### config.mk
export PLATFORM = sky130hd
export DESIGN_NAME = sw_max_tree
export DESIGN_NICKNAME = d
export VERILOG_FILES = /design/src/source/sw_pkg.sv /design/src/source/sw_max_tree.sv
export SDC_FILE = /design/constraint.sdc
export NUM_CORES = 2
export LEC_CHECK = 0
export ABC_CLOCK_PERIOD_IN_PS = 20300
export BUFFER_PORTS_ARGS = -buffer_cell sky130_fd_sc_hd__buf_4
export CAP_MARGIN = 20
export CORE_AREA = 2 2 358 360
export DETAILED_ROUTE_END_ITERATION = 12
export DIE_AREA = 0 0 360 362
export PLACE_DENSITY = 0.52
export SETUP_SLACK_MARGIN = 0.15
export SLEW_MARGIN = 25
export SYNTH_ARGS = -nofsm -noshare
export SYNTH_HDL_FRONTEND = slang
export SYNTH_SLANG_ARGS = --single-unit
### constraint.sdc
create_clock -name vclk -period 20.3
set_clock_uncertainty 0.15 [all_clocks]
set_input_delay 3.045 -clock vclk [all_inputs]
set_output_delay 3.045 -clock vclk [all_outputs]
set_load 0.02 [all_outputs]
### src/source/sw_pkg.sv
`default_nettype none

package sw_pkg;

    // score word
    localparam int score_w = 14;
    typedef logic signed [score_w-1:0] score_t;

    // base encoding
    typedef logic [1:0] base_t;
    localparam base_t base_a = 2'd0;
    localparam base_t base_c = 2'd1;
    localparam base_t base_g = 2'd2;
    localparam base_t base_t_code = 2'd3;

    // column and antidiagonal counters
    localparam int col_w = 10;

    // cells that are not valid
    localparam score_t neg_inf = -14'sd4096;

    // scoring
    localparam score_t match_score = 14'sd2;
    localparam score_t mismatch_score = -14'sd3;
    // first position of a gap
    localparam score_t gap_open = -14'sd12;
    // each further position
    localparam score_t gap_extend = -14'sd1;

endpackage

`default_nettype wire

### src/source/sw_max_tree.sv
`timescale 1ns/1ps
`default_nettype none

module sw_max_tree #(
    parameter int n_pe = 64
) (
    input  wire sw_pkg::score_t [n_pe-1:0] i_h_bus,
    output sw_pkg::score_t                 o_max,
    output logic [$clog2(n_pe)-1:0]        o_row
);

    localparam int row_w = $clog2(n_pe);
    localparam int levels = $clog2(n_pe);

    sw_pkg::score_t   val [levels+1][n_pe];
    logic [row_w-1:0] idx [levels+1][n_pe];

    always_comb begin
        for (int l = 0; l <= levels; l++) begin
            for (int i = 0; i < n_pe; i++) begin
                val[l][i] = sw_pkg::neg_inf;
                idx[l][i] = '0;
            end
        end
        for (int i = 0; i < n_pe; i++) begin
            val[0][i] = i_h_bus[i];
            idx[0][i] = row_w'(i);
        end
        // pairwise reduction, ties go to the odd (higher) row
        for (int l = 0; l < levels; l++) begin
            for (int i = 0; i < (n_pe >> (l + 1)); i++) begin
                if (val[l][2*i] > val[l][2*i+1]) begin
                    val[l+1][i] = val[l][2*i];
                    idx[l+1][i] = idx[l][2*i];
                end else begin
                    val[l+1][i] = val[l][2*i+1];
                    idx[l+1][i] = idx[l][2*i+1];
                end
            end
        end
    end

    assign o_max = val[levels][0];
    assign o_row = idx[levels][0];

endmodule

`default_nettype wire

Word level (Yosys, flattened, before mapping)
Index checks and enable logic that the tools add are counted.

Register bits: 0. Input port bits: 896. Logic and storage cells: 189.

Order comparisons: 63. Multiplexer cells: 126.

Operators by type and width (number): $gt 14x14->1 (63); $mux 14 (63); $mux 6 (31); $mux 1 (32).

Longest topological paths before layout
Depth in word-level cells: 12. Mapped depth: 77.

Worst setup path after synthesis
No wires, ideal clock.

Kind: in2out. Start point: in i_h_bus[277] (netlist name). End point: out o_max[10]. Data arrival time: 17.308 ns. Required time: 17.105 ns. Path slack: -0.203 ns. Stages: 66. Path buffers: 10. Cells stage by stage: inv_1 > ha_1 > a2111oi_0 > o21ai_0 > o22ai_1 > nor3b_1 > a21oi_1 > o21ai_1 > clkbuf_1 > mux2i_1 > ha_1 > and4_1 > nand4_1 > or4_1 > and2_1 > o32a_1 > nand2_1 > clkbuf_1 > [30 not listed] > a211oi_4 > clkbuf_1 > nor2_1 > a21oi_1 > inv_1 > ha_1 > a21o_1 > a21o_1 > a21oi_1 > nor2_1 > nor2_1 > nand3_1 > o21a_1 > or3_1 > o211ai_2 > buf_6 > buf_12 > mux2i_1.

Word-level cells in the longest chain between the ends: 12.

RTL lines: start: declaration (RTL line sw_max_tree.sv:7) `input wire sw_pkg::score_t [n_pe-1:0] i_h_bus,`; $gt 14x14->1 (RTL line sw_max_tree.sv:32) `if (val[l][2*i] > val[l][2*i+1]) begin`; $mux 14 * (RTL line sw_max_tree.sv:32); $gt 14x14->1 (RTL line sw_max_tree.sv:32); $mux 14 * (RTL line sw_max_tree.sv:32); $gt 14x14->1 (RTL line sw_max_tree.sv:32); $mux 14 * (RTL line sw_max_tree.sv:32); $gt 14x14->1 (RTL line sw_max_tree.sv:32); $mux 14 * (RTL line sw_max_tree.sv:32); $gt 14x14->1 (RTL line sw_max_tree.sv:32); $mux 14 * (RTL line sw_max_tree.sv:32); $gt 14x14->1 (RTL line sw_max_tree.sv:32); $mux 14 * (RTL line sw_max_tree.sv:32); end: declaration (RTL line sw_max_tree.sv:8) `output sw_pkg::score_t o_max,`.

Every way passes the cells marked *; elsewhere a longest branch is shown, timed or not.

Worst setup path in the final report
Start point: in i_h_bus[59] (netlist name). End point: out o_row[3].

Word-level cells in the longest chain between the ends: 12.

RTL lines: $gt 14x14->1 (RTL line sw_max_tree.sv:32); $mux 14 * (RTL line sw_max_tree.sv:32); $gt 14x14->1 (RTL line sw_max_tree.sv:32); $mux 14 * (RTL line sw_max_tree.sv:32); $gt 14x14->1 (RTL line sw_max_tree.sv:32); $mux 14 (RTL line sw_max_tree.sv:32); $gt 14x14->1 (RTL line sw_max_tree.sv:32); $mux 14 (RTL line sw_max_tree.sv:32); $gt 14x14->1 (RTL line sw_max_tree.sv:32); $mux 14 (RTL line sw_max_tree.sv:32); $gt 14x14->1 (RTL line sw_max_tree.sv:32); $mux 6 * (RTL line sw_max_tree.sv:32); end: declaration (RTL line sw_max_tree.sv:9) `output logic [$clog2(n_pe)-1:0] o_row`.

Marks and branches as above.

==> flow_summary.yaml <==
timing:
  rsz0062_at_grt: "no"
  hold_viol: 0
  hold_ws_ns: 7.20
  worst_pin_slew_ns: 1.00
  period_share_pct: 96.4
  maxSlewHeadroom_pct: 32.3
  final.min_clock_period_ns: 19.56
  finalMaxSlewViolations: 0
  setup_viol_count_final: 0
  fmax_mhz: 51.1
worst_setup_path:
  path_delay_family: "compound AO/OA/AOI/OAI gates"
  cp.arrival_ns: 16.37
  startpoint_type: "input pin"
  critPathMaxFanout: 22
  required_ns: 17.11
  critPathSlowestCell: "mux2i_1"
  cp_num_buf_inv: 10
  crit_path_frequent_cell: "ha_1"
  endpoint_kind: "output pin"
  critPathKind: "in2out"
  cpPeakStageDelay_ns: 0.53
detailed_routing:
  drt_iter0_drc: 2950
  ant_nets: 0
  drtPass1Iterations: 5
  vias: 43800
  routedWlPerCell_um: 21.0
  wirelength_um: 169000
  viasPerCell: 5.45
  drc_errors: 0
synthesis:
  synth_area_leaders: "ha_1, mux2i_1, inv_1"
  yosys_warnings: 0
  syn_area_um2: 37300
  synth_top_area_cell: "ha_1"
  synth_nets: 6995
  yosysMostFrequentCell: "ha_1"
  yosys-top-cells-count: "ha_1, inv_1, a21oi_1"
  ys_types: 127
  syn_inst: 5350
  synth.avg_cell_area_um2: 6.98
  synth_top_area_share_pct: 25.1
  yosysSeqAreaShare_pct: 0
die:
  fp-row-count: 131
  die_w_um: 360
  fp.dieArea_um2: 130000
  start_util_pct: 29.5
  die_y_um: 362
  core-area_um2: 127000
  io_pins: 916
run_status:
  status: "finished clean"
cells_and_area:
  area_growth_pct: 30.6
  seq_cells: 0
  fin_nets: 8013
  multi_input_area_um2: 35000
  n_fill_cell: 13500
  layout.area.seq_um2: 0
  drive_gt1_share_pct: 25.5
  clock_buffer_count: 0
global_routing:
  grt_pass1_wl_um: 250000
  first_global_vias: 42300
  grt_max_degree: 27
  grt_overflow: 0
  antenna_found_initial: 23
  grtUsageTotal_pct: 24.2
placement:
  place_hpwl_um: 152000
  io_buffer_count: 916
  place_congestion: 0.968
worst_hold_path:
  holdCritPathClass: "in2out"
flow_run:
  drv_cap: 0
cts:
  cts.hold.buffers_added: 0
[final cells by class]
cell class | count | area share (%)
inverters | 745 | 5.76
repair buffers | 1155 | 18.0
well taps | 1662 | 4.27
multi-input cells | 4466 | 71.9
diodes | 10 | 0.0513
[placed cells by master, fill, tap and decap left out, types with 49 or more instances in the layout]
cell	count
a211oi_1	65
a21o_1	96
a21oi_1	496
and4_1	49
buf_4	1141
ha_1	742
inv_1	739
mux2_2	163
mux2i_1	261
nand2_1	353
nand2b_1	50
nand3_1	137
nand4_1	115
nor2_1	426
nor2b_1	56
nor3_1	71
o21a_1	53
o21ai_0	214
xnor2_1	69
[routing by layer]
metal | global-route usage (%) | share of wire, % | vias up
met4 | 3.73 | 1.9 | 22
met1 | 30.9 | 44 | 20500
li1 | - | - | 21900
met2 | 43.6 | 48 | 1212
met3 | 3.44 | 5.8 | 168
met5 | 0 | 0.088 | -
[per-stage QoR]
stage | setup TNS (ns) | std cells | worst slack (ns) | utilization (%) | instance area, um2
2_1_floorplan | 0 | 5350 | 0.106 | - | 37300
3_3_place_gp | -14.47 | 7951 | -1.14 | 37.1 | 47000
3_5_place_dp | -13.71 | 7951 | -1.08 | 37.1 | 47000
4_1_cts | 0 | 7961 | 0.134 | 37.3 | 47200
5_1_grt | 0 | 8036 | 0.0938 | 38.5 | 48700
6_report | 0 | 8038 | 0.738 | 38.5 | 48700
[kinds of logic (layout without fill, tap and decap cells)]
group,count (synthesis),after routing,synth area share (%)
XOR/XNOR,98,98,2.30
adder cells (fa/ha/maj),772,772,25.7
buffers and inverters,889,1900,9.14
other,0,10,0
multiplexers,478,478,13.5
AND/OR/NAND/NOR,1539,1539,20.7
AO/OA/AOI/OAI,1574,1579,28.6
[final timing paths]
kind | from | to | cells after the start
max | i_h_bus[59] | o_row[3] | 55
min | i_h_bus[432] | o_max[12] | 8
[tightest hold or removal path: stages]
cell	delay, ns
buf_4	0.10
a21oi_1	0.09
a21oi_2	0.18
mux2_2	0.20
mux2_2	0.20
mux2i_2	0.13
mux2i_1	0.16
buf_4	0.20
[what timing repair did]
action | CTS | global route
gates resized for setup | 22 | 204
pin swaps | 3 | 29
gates cloned | 1 | 5
setup buffers | 9 | 62
setup endpoints to repair | 20 | 20
