`config.mk`:
```
export PLATFORM = sky130hd
export DESIGN_NAME = sw_xdrop_ctrl
export DESIGN_NICKNAME = d
export VERILOG_FILES = /design/src/source/sw_pkg.sv /design/src/source/sw_xdrop_ctrl.sv
export SDC_FILE = /design/constraint.sdc
export NUM_CORES = 1
export LEC_CHECK = 0
export ABC_CLOCK_PERIOD_IN_PS = 4950
export BUFFER_PORTS_ARGS = -buffer_cell sky130_fd_sc_hd__buf_2
export CORE_MARGIN = 3
export CORE_UTILIZATION = 58
export CTS_CLUSTER_DIAMETER = 100
export DETAILED_ROUTE_END_ITERATION = 8
export GPL_TIMING_DRIVEN = 0
export PLACE_DENSITY = 0.79
export SETUP_SLACK_MARGIN = 0.4
export SLEW_MARGIN = 20
export SYNTH_ARGS = -nofsm -noshare
export SYNTH_HDL_FRONTEND = slang
export SYNTH_SLANG_ARGS = --single-unit
```
`constraint.sdc`:
```
create_clock -name i_clk -period 4.95 [get_ports i_clk]
set_input_delay 0.495 -clock i_clk [delete_from_list [all_inputs] [get_ports i_clk]]
set_output_delay 0.495 -clock i_clk [all_outputs]
set_load 0.01 [all_outputs]
```
`src/source/sw_pkg.sv`:
```
`default_nettype none

package sw_pkg;

    // score word
    localparam int score_w = 14;
    typedef logic signed [score_w-1:0] score_t;

    // base encoding
    typedef logic [1:0] base_t;
    localparam base_t base_a = 2'd0;
    localparam base_t base_c = 2'd1;
    localparam base_t base_g = 2'd2;
    localparam base_t base_t_code = 2'd3;

    // column and antidiagonal counters
    localparam int col_w = 10;

    // cells that are not valid
    localparam score_t neg_inf = -14'sd4096;

    // scoring
    localparam score_t match_score = 14'sd2;
    localparam score_t mismatch_score = -14'sd3;
    // first position of a gap
    localparam score_t gap_open = -14'sd12;
    // each further position
    localparam score_t gap_extend = -14'sd1;

endpackage

`default_nettype wire

```
`src/source/sw_xdrop_ctrl.sv`:
```
`timescale 1ns/1ps
`default_nettype none

module sw_xdrop_ctrl #(
    parameter int n_pe = 64,
    parameter int xdrop_limit = 250
) (
    input  wire                             i_clk,
    input  wire                             i_rst,
    input  wire                             i_start,
    input  wire sw_pkg::score_t             i_diag_max,
    input  wire [$clog2(n_pe)-1:0]          i_diag_row,
    input  wire                             i_last_valid,
    output logic                            o_load,
    output logic                            o_feed,
    output logic                            o_clear,
    output sw_pkg::score_t                  o_top_h,
    output logic                            o_done,
    output logic                            o_dropped,
    output sw_pkg::score_t                  o_max_score,
    output logic [$clog2(n_pe)-1:0]         o_max_row,
    output logic [sw_pkg::col_w-1:0]        o_max_col,
    output logic [sw_pkg::col_w-1:0]        o_end_diag
);

    localparam int row_w = $clog2(n_pe);
    localparam int col_w = sw_pkg::col_w;

    localparam logic [1:0] st_idle = 2'd0;
    localparam logic [1:0] st_stream = 2'd1;
    localparam logic [1:0] st_flush = 2'd2;
    localparam logic [1:0] st_wait_low = 2'd3;

    logic [1:0]       state;
    logic [col_w-1:0] col_cnt;
    logic [col_w-1:0] diag_cnt;
    logic             have_best;
    sw_pkg::score_t   best_score;
    logic [row_w-1:0] best_row;
    logic [col_w-1:0] best_col;

    logic             record;
    logic             drop;
    logic             last_diag;
    logic             better;
    logic [col_w-1:0] top_col;
    sw_pkg::score_t   best_score_nxt;
    logic [row_w-1:0] best_row_nxt;
    logic [col_w-1:0] best_col_nxt;

    assign o_load = (state == st_idle) && i_start;
    assign o_feed = i_start && ((state == st_idle) || (state == st_stream));

    // top boundary of the fed column is the gap of length col+1
    assign top_col = (state == st_idle) ? '0 : col_cnt;
    assign o_top_h = sw_pkg::score_t'(int'(sw_pkg::gap_open)
                     + int'(sw_pkg::gap_extend) * int'(top_col));

    // one antidiagonal on the bus per cycle after column 0
    assign record = (state == st_stream) || (state == st_flush);
    assign drop = record && have_best
                  && (int'(i_diag_max) < int'(best_score) - xdrop_limit);
    assign last_diag = (state == st_flush) && i_last_valid
                       && (diag_cnt == col_cnt + col_w'(n_pe - 2));
    // later antidiagonal wins ties
    assign better = !have_best || (i_diag_max >= best_score);

    always_comb begin
        best_score_nxt = best_score;
        best_row_nxt = best_row;
        best_col_nxt = best_col;
        if (better) begin
            best_score_nxt = i_diag_max;
            best_row_nxt = i_diag_row;
            best_col_nxt = diag_cnt - col_w'(i_diag_row);
        end
    end

    always_ff @(posedge i_clk or posedge i_rst) begin
        if (i_rst) begin
            state <= st_idle;
            col_cnt <= '0;
            diag_cnt <= '0;
            have_best <= 1'b0;
            best_score <= '0;
            best_row <= '0;
            best_col <= '0;
            o_clear <= 1'b0;
            o_done <= 1'b0;
            o_dropped <= 1'b0;
            o_max_score <= '0;
            o_max_row <= '0;
            o_max_col <= '0;
            o_end_diag <= '0;
        end else begin
            o_done <= 1'b0;
            o_clear <= 1'b0;
            case (state)
                st_idle: begin
                    if (i_start) begin
                        state <= st_stream;
                        col_cnt <= col_w'(1);
                        diag_cnt <= '0;
                        have_best <= 1'b0;
                    end
                end
                st_stream, st_flush: begin
                    if (state == st_stream) begin
                        if (i_start) begin
                            col_cnt <= col_cnt + 1'b1;
                        end else begin
                            state <= st_flush;
                        end
                    end
                    if (drop) begin
                        // best score stays as it was before this antidiagonal
                        state <= st_wait_low;
                        o_clear <= 1'b1;
                        o_done <= 1'b1;
                        o_dropped <= 1'b1;
                        o_end_diag <= diag_cnt;
                        o_max_score <= best_score;
                        o_max_row <= best_row;
                        o_max_col <= best_col;
                    end else begin
                        have_best <= 1'b1;
                        best_score <= best_score_nxt;
                        best_row <= best_row_nxt;
                        best_col <= best_col_nxt;
                        diag_cnt <= diag_cnt + 1'b1;
                        if (last_diag) begin
                            state <= st_idle;
                            o_done <= 1'b1;
                            o_dropped <= 1'b0;
                            o_end_diag <= diag_cnt;
                            o_max_score <= best_score_nxt;
                            o_max_row <= best_row_nxt;
                            o_max_col <= best_col_nxt;
                        end
                    end
                end
                default: begin
                    // rest of the stream is ignored
                    if (!i_start) begin
                        state <= st_idle;
                    end
                end
            endcase
        end
    end

endmodule

`default_nettype wire

```
* Word level (Yosys, flattened, before mapping) *
Index checks and enable logic that the tools add are counted.

word-level totals
  output and inout port bits = 59
  RAM bits = 0
  latch bits = 0
  memory bits (read-only) = 0
  memories kept = 0
  word-level logic and storage cells = 89
  register bits = 96
  bits of input ports = 24

cells by class
  bitwise logic cells = 1
  div/mod/pow operators = 0
  order comparisons = 2
  eq/ne operators = 10
  shifts and indexed selects = 0
  $mul = 0
  reduce and logical (&&, ||, !) cells = 19
  $add $sub $neg = 7
  multiplexer cells = 36

operators by type and width
  kind                                                                   count
  10-bit two-way mux                                                     11
  14-bit two-way mux                                                     3
  10-bit one-hot mux with 2 select lines                                 2
  10-bit by 1-bit adder with 10-bit output (second input constant)       2
  6-bit two-way mux                                                      3
  14-bit by 15-bit less-than comparator with 1-bit output                1
  14-bit by 9-bit subtractor with 15-bit output (second input constant)  1
  5-bit by 14-bit adder with 14-bit output (first input constant)        1
  14-bit greater-or-equal comparator                                     1
  10-bit negator with 14-bit output                                      1
  2-bit two-way mux                                                      6
  10-bit by 6-bit adder with 10-bit output (second input constant)       1
  10-bit equality test                                                   1
  10-bit by 6-bit subtractor with 10-bit output                          1
  1-bit two-way mux                                                      9
  2-bit != test (second input constant)                                  4
  4-bit != test (second input constant)                                  2
  4-bit AND reduction                                                    2
  1-bit logical AND                                                      6
  2-bit one-hot mux with 2 select lines                                  1
  2-bit AND reduction                                                    2
  2-bit nonzero test                                                     2
  1-bit logical OR                                                       3
  3-bit by 1-bit != test with 1-bit output (second input constant)       1
  other kinds (8)                                                        8

* Longest topological paths before layout *
  word-level depth = 6
  mapped depth = 18
  depth with buffers taken out = 16

* Least setup slack after synthesis *
Ideal clock, no wire load.

  kind = flip-flop to flip-flop
  from = register best_score[1]
  to = register o_max_score[10]
  arrival time = 3312 ps
  clock period less this slack = 3423 ps
  stages on the path, launching flop included = 18
  buffers on the path = 1
  path slack = 1527 ps
  data required time = 4839 ps
  library setup time = 111 ps
  path through = dfrtp_1 > inv_1 > ha_1 > nor3_1 > nand3_1 > nor2_1 > nor4_1 > xnor2_1 > ha_1 > a21o_1 > a2111oi_0 > o221ai_1 > nor2_1 > nand2_1 > inv_1 > clkbuf_1 > nor2_1 > a222oi_1

between the ends
  cells in the longest elaborated chain, start to end = 5
  elaborated cells between the ends (all ways) = 10
  classes of those cells = add/sub: 1; order compare: 2; mux: 3; reduce/logical: 4

ends and longest elaborated chain
  what                                                                                                        line                                      text
  start: declaration                                                                                          sw_xdrop_ctrl.sv:38                       sw_pkg::score_t best_score;
  start signal: assignment                                                                                    sw_xdrop_ctrl.sv:127                      best_score <= best_score_nxt;
  14-bit by 9-bit subtractor with 15-bit output / 14-bit greater-or-equal comparator (equally long branches)  sw_xdrop_ctrl.sv:62, sw_xdrop_ctrl.sv:66
  14-bit by 15-bit less-than comparator with 1-bit output / 1-bit logical OR (equally long branches)          sw_xdrop_ctrl.sv:62, sw_xdrop_ctrl.sv:66
  1-bit logical AND / 14-bit two-way mux (equally long branches)                                              sw_xdrop_ctrl.sv:62, sw_xdrop_ctrl.sv:72
  2-bit nonzero test (no line) / 14-bit two-way mux (equally long branches)                                   -
  2-bit AND reduction (no line) / 14-bit two-way mux (equally long branches)                                  -
  end signal: assignment                                                                                      sw_xdrop_ctrl.sv:122                      o_max_score <= best_score;
  end signal: assignment                                                                                      sw_xdrop_ctrl.sv:136                      o_max_score <= best_score_nxt;
  end: declaration                                                                                            sw_xdrop_ctrl.sv:20                       output sw_pkg::score_t o_max_score,

Parallel ways exist; a longest one is shown, timed or not. The select of a mux whose other input is x is not followed.
A chain may end at the register's enable or synchronous reset.

* Final worst setup path *
  from = register best_score[1]
  to = register o_max_col[3] (netlist name)

between the ends
  cells in the longest elaborated chain, start to end = 5
  elaborated cells between the ends (all ways) = 10
  classes of those cells = add/sub: 1; order compare: 2; mux: 3; reduce/logical: 4

ends and longest elaborated chain
  what                                                                                                        line                                      text
  14-bit by 9-bit subtractor with 15-bit output / 14-bit greater-or-equal comparator (equally long branches)  sw_xdrop_ctrl.sv:62, sw_xdrop_ctrl.sv:66
  14-bit by 15-bit less-than comparator with 1-bit output / 1-bit logical OR (equally long branches)          sw_xdrop_ctrl.sv:62, sw_xdrop_ctrl.sv:66
  1-bit logical AND / 10-bit two-way mux (equally long branches)                                              sw_xdrop_ctrl.sv:62, sw_xdrop_ctrl.sv:72
  2-bit nonzero test (no line) / 10-bit two-way mux (equally long branches)                                   -
  2-bit AND reduction (no line) / 10-bit two-way mux (equally long branches)                                  -
  end signal: assignment                                                                                      sw_xdrop_ctrl.sv:124                      o_max_col <= best_col;
  end signal: assignment                                                                                      sw_xdrop_ctrl.sv:138                      o_max_col <= best_col_nxt;
  end: declaration                                                                                            sw_xdrop_ctrl.sv:22                       output logic [sw_pkg::col_w-1:0] o_max_col,

Parallel ways exist; a longest one is shown, timed or not. The select of a mux whose other input is x is not followed.

==> impl_metrics.ini <==
[timing]
drv_slew = 0
report.final.hold_viol_count = 0
worst_hold_slack_ps = 125
finalClockSkew_ps = 8.63
setup_viol = 0
period_needed_ps = 4170
rsz0062_at_grt = true
setup_tns_ps = 0
max_freq_mhz = 240
relSlewSlack_pct = 60.5
tightestPinTransition_ps = 587
period_share_pct = 84.3

[synth]
syn_area_sq_um = 6070
synthArstFlopShare_pct = 100
ys_types = 58
syn_inst = 684
synth_edf_count = 0
synth.avg_cell_area_sq_um = 8.88
synth_flop_cell = dfrtp_1
ys_ff_latch = 96
seq_area_frac_synth_pct = 39.5
yosys_warnings = 0

[grt]
grt_max_degree = 51
use_met2_pct = 47.3
gr-usage-met1_pct = 37.0
grtUsageMet3_pct = 4.18
grt_pass1_wl_mm = 26.2
antenna_found_initial = 0
grt.overflow.total = 0
top_usage_layer = met2
grt_pass1_vias = 5463
grt_use_total_pct = 28.1

[setup_path]
crit_path_max_fanout = 10
r2r_setup_slack_ps = 780
arrival_ps = 4440
critPathKind = reg -> reg
reg2reg_depth = 18
worstPathRequired_ps = 5210
critPathMaxStageDelay_ps = 410
worstPathCellList = inv_1 -> ha_1 -> nor3_2 -> nand3_1 -> nor2_1 -> nor4_1 -> xnor2_1 -> ha_1 -> a21o_1 -> a2111oi_1 -> o221ai_1 -> nor2_2 -> nand2_2 -> inv_1 -> buf_2 -> clkbuf_4 -> nor2_1 -> a222oi_1
r2r-start = best_score[1]$_DFFE_PP0P_
crit_cells = 18
cp-end-kind = register
crit_slowest_cell = a2111oi_1
r2r_end = o_max_col[3]$_DFFE_PP0P_
cp_top_family = simple AND/OR/NAND/NOR gates
start_kind = register
cp_num_buf_inv = 4

[place]
io_buffers = 79
place.gp.congestion = 0.904
placed_area_sq_um = 6680
dp_hpwl_mm = 11.5

[floorplan]
io_pins = 83
start_util_pct = 60.7
rows = 36
die-width_microns = 108
fp.dieArea_sq_um = 11700
core_area_sq_um = 10000
dieHeight_microns = 108

[clocking]
htreeDepth = 3
clock-sinks = 96
cts_tree = done
insertion_delay_ps = 390
clkSlewWorstSetupHoldPaths_ps = 100
hold_buffers = 0
postCtsSetupBuffers = 0
clockBufferDepth = 2
cts_root_buf = clkbuf_8
cts_made_buffers = 9

[power_and_ir_drop]
finalPower_mw = 4.21
leakagePower_nw = 3.25
peakVddDrop_mv = 0.395
power_density_nw_per_um2 = 610

[cells_and_area]
multiInputGateArea_sq_um = 3290
final-seq-area_sq_um = 2400
fin_util_pct = 69.1
n_antenna_cell = 0
area_growth_pct = 13.8
nets = 846
drive_gt1_share_pct = 17.3
fin_area_sq_um = 6910
nFillCells = 817

[detailed_routing]
avgViaCountPerCell = 5.99
drt_first_pass_iters = 8
dr.first_iter.drc_count = 560
ant_nets = 0
routed_wl_mm = 15.6
vias = 5480
drc_errors = 0
wl_per_cell_microns = 17.1

[job]
maxCapViolations = 0

[status]
status = finished, final reports clean

[worst_hold_path]
hold_path.class = in -> async
==> area by class of cell <==
cell class / instances / share of cell area [%]
repair buffers: 80 / 6.12
clock buffers: 10 / 1.85
flip-flops and latches: 96 / 34.8
inverters: 48 / 2.68
multi-input cells: 499 / 47.5
clock inverters: 6 / 1.34
plain buffers: 43 / 3.31
well taps: 133 / 2.41
==> what timing repair did <==
action / 4_1_cts / 5_1_grt
endpoints found under the hold margin: 0 / 0
resized for setup: 0 / 7
setup endpoints to repair: 0 / 52
==> report_power, final <==
part / switching (mW) / internal [mW] / leakage [nW]
clock: 0.305 / 0.288 / 0.108
sequential: 0.192 / 1.10 / 1.17
combinational: 1.43 / 0.903 / 1.97
==> sequential cells by signal, indices dropped and copies added, names as in the netlist <==
register	flops
have_best	1
best_row	6
diag_cnt	10
best_score	14
o_max_col	10
o_dropped	1
state	2
o_max_row	6
o_max_score	14
o_end_diag	10
best_col	10
col_cnt	10
o_clear	1
o_done	1
==> worst max-delay path by stage <==
stage                                    from                           to
global route        best_score[1]$_DFFE_PP0P_     o_max_col[3]$_DFFE_PP0P_
detailed placement  best_score[1]$_DFFE_PP0P_     o_max_col[3]$_DFFE_PP0P_
finish              best_score[1]$_DFFE_PP0P_     o_max_col[3]$_DFFE_PP0P_
floorplan           best_score[1]$_DFFE_PP0P_  o_max_score[10]$_DFFE_PP0P_
global placement    best_score[1]$_DFFE_PP0P_     o_max_col[0]$_DFFE_PP0P_
CTS                 best_score[1]$_DFFE_PP0P_     o_max_col[3]$_DFFE_PP0P_
==> worst register-to-register path: stages, from the launching register on <==
cell	delay, ps
dfrtp_1	400
inv_1	100
ha_1	240
nor3_2	200
nand3_1	160
nor2_1	220
nor4_1	90
xnor2_1	140
ha_1	190
a21o_1	150
a2111oi_1	410
o221ai_1	260
nor2_2	240
nand2_2	170
inv_1	140
buf_2	270
clkbuf_4	290
nor2_1	80
a222oi_1	290
==> cell usage in the layout, fill, tap and decap left out, types with 6 or more instances in the layout <==
master    instances
buf_2            84
nor4_1            6
xnor2_1          27
clkbuf_8          9
o21ai_0          56
nand4_1          10
dfrtp_1          96
nand2_1          68
ha_1             44
nand2b_1         12
nor2b_1          13
xor2_1           11
nor3_1           19
a21oi_1          32
a222oi_1         27
nand3_1          11
clkbuf_1         26
nor2_1           78
inv_1            47
mux2_2           12
==> synth_stat cells, drive strengths merged, types with 5 or more instances <==
| library cell | number | share of area, % |
|---|---|---|
| nand4 | 10 | 1.0 |
| ha | 44 | 9.1 |
| a222oi | 27 | 4.4 |
| dfrtp | 96 | 40 |
| nor3 | 21 | 1.9 |
| xnor2 | 27 | 3.9 |
| clkbuf | 26 | 1.6 |
| inv | 48 | 3.0 |
| o21ai | 59 | 5.0 |
| mux2 | 12 | 2.2 |
| nand3 | 12 | 1.2 |
| nor2 | 79 | 4.9 |
| a21oi | 32 | 2.6 |
| o21a | 5 | 0.62 |
| nand2b | 12 | 1.2 |
| a21o | 5 | 0.62 |
| nand2 | 70 | 4.4 |
| buf | 17 | 2.1 |
| nor2b | 13 | 1.3 |
| nor4 | 6 | 0.62 |
| xor2 | 11 | 1.6 |
==> per-layer routing <==
| metal | up-vias | wire [microns] |
|---|---|---|
| met5 | - | 0 |
| met1 | 2650 | 6690 |
| met2 | 218 | 7500 |
| met4 | 0 | 353 |
| li1 | 2581 | - |
| met3 | 31 | 1070 |
==> cells by family after synthesis <==
kind of cell             synth area share [%]
XOR/XNOR                                 5.48
AND/OR/NAND/NOR                          19.5
adder cells (fa/ha/maj)                  9.39
multiplexers                             2.55
other                                  0.0617
buffers and inverters                    6.67
AO/OA/AOI/OAI                            16.8
flip-flops                               39.5
==> metrics by stage <==
stage          instances  worst slack (ps)
6_report             915               777
5_1_grt              915               369
4_1_cts              915               415
3_5_place_dp         899               499
3_3_place_gp         898               691
2_1_floorplan        686              1530
(Power assumes the default switching activity.)
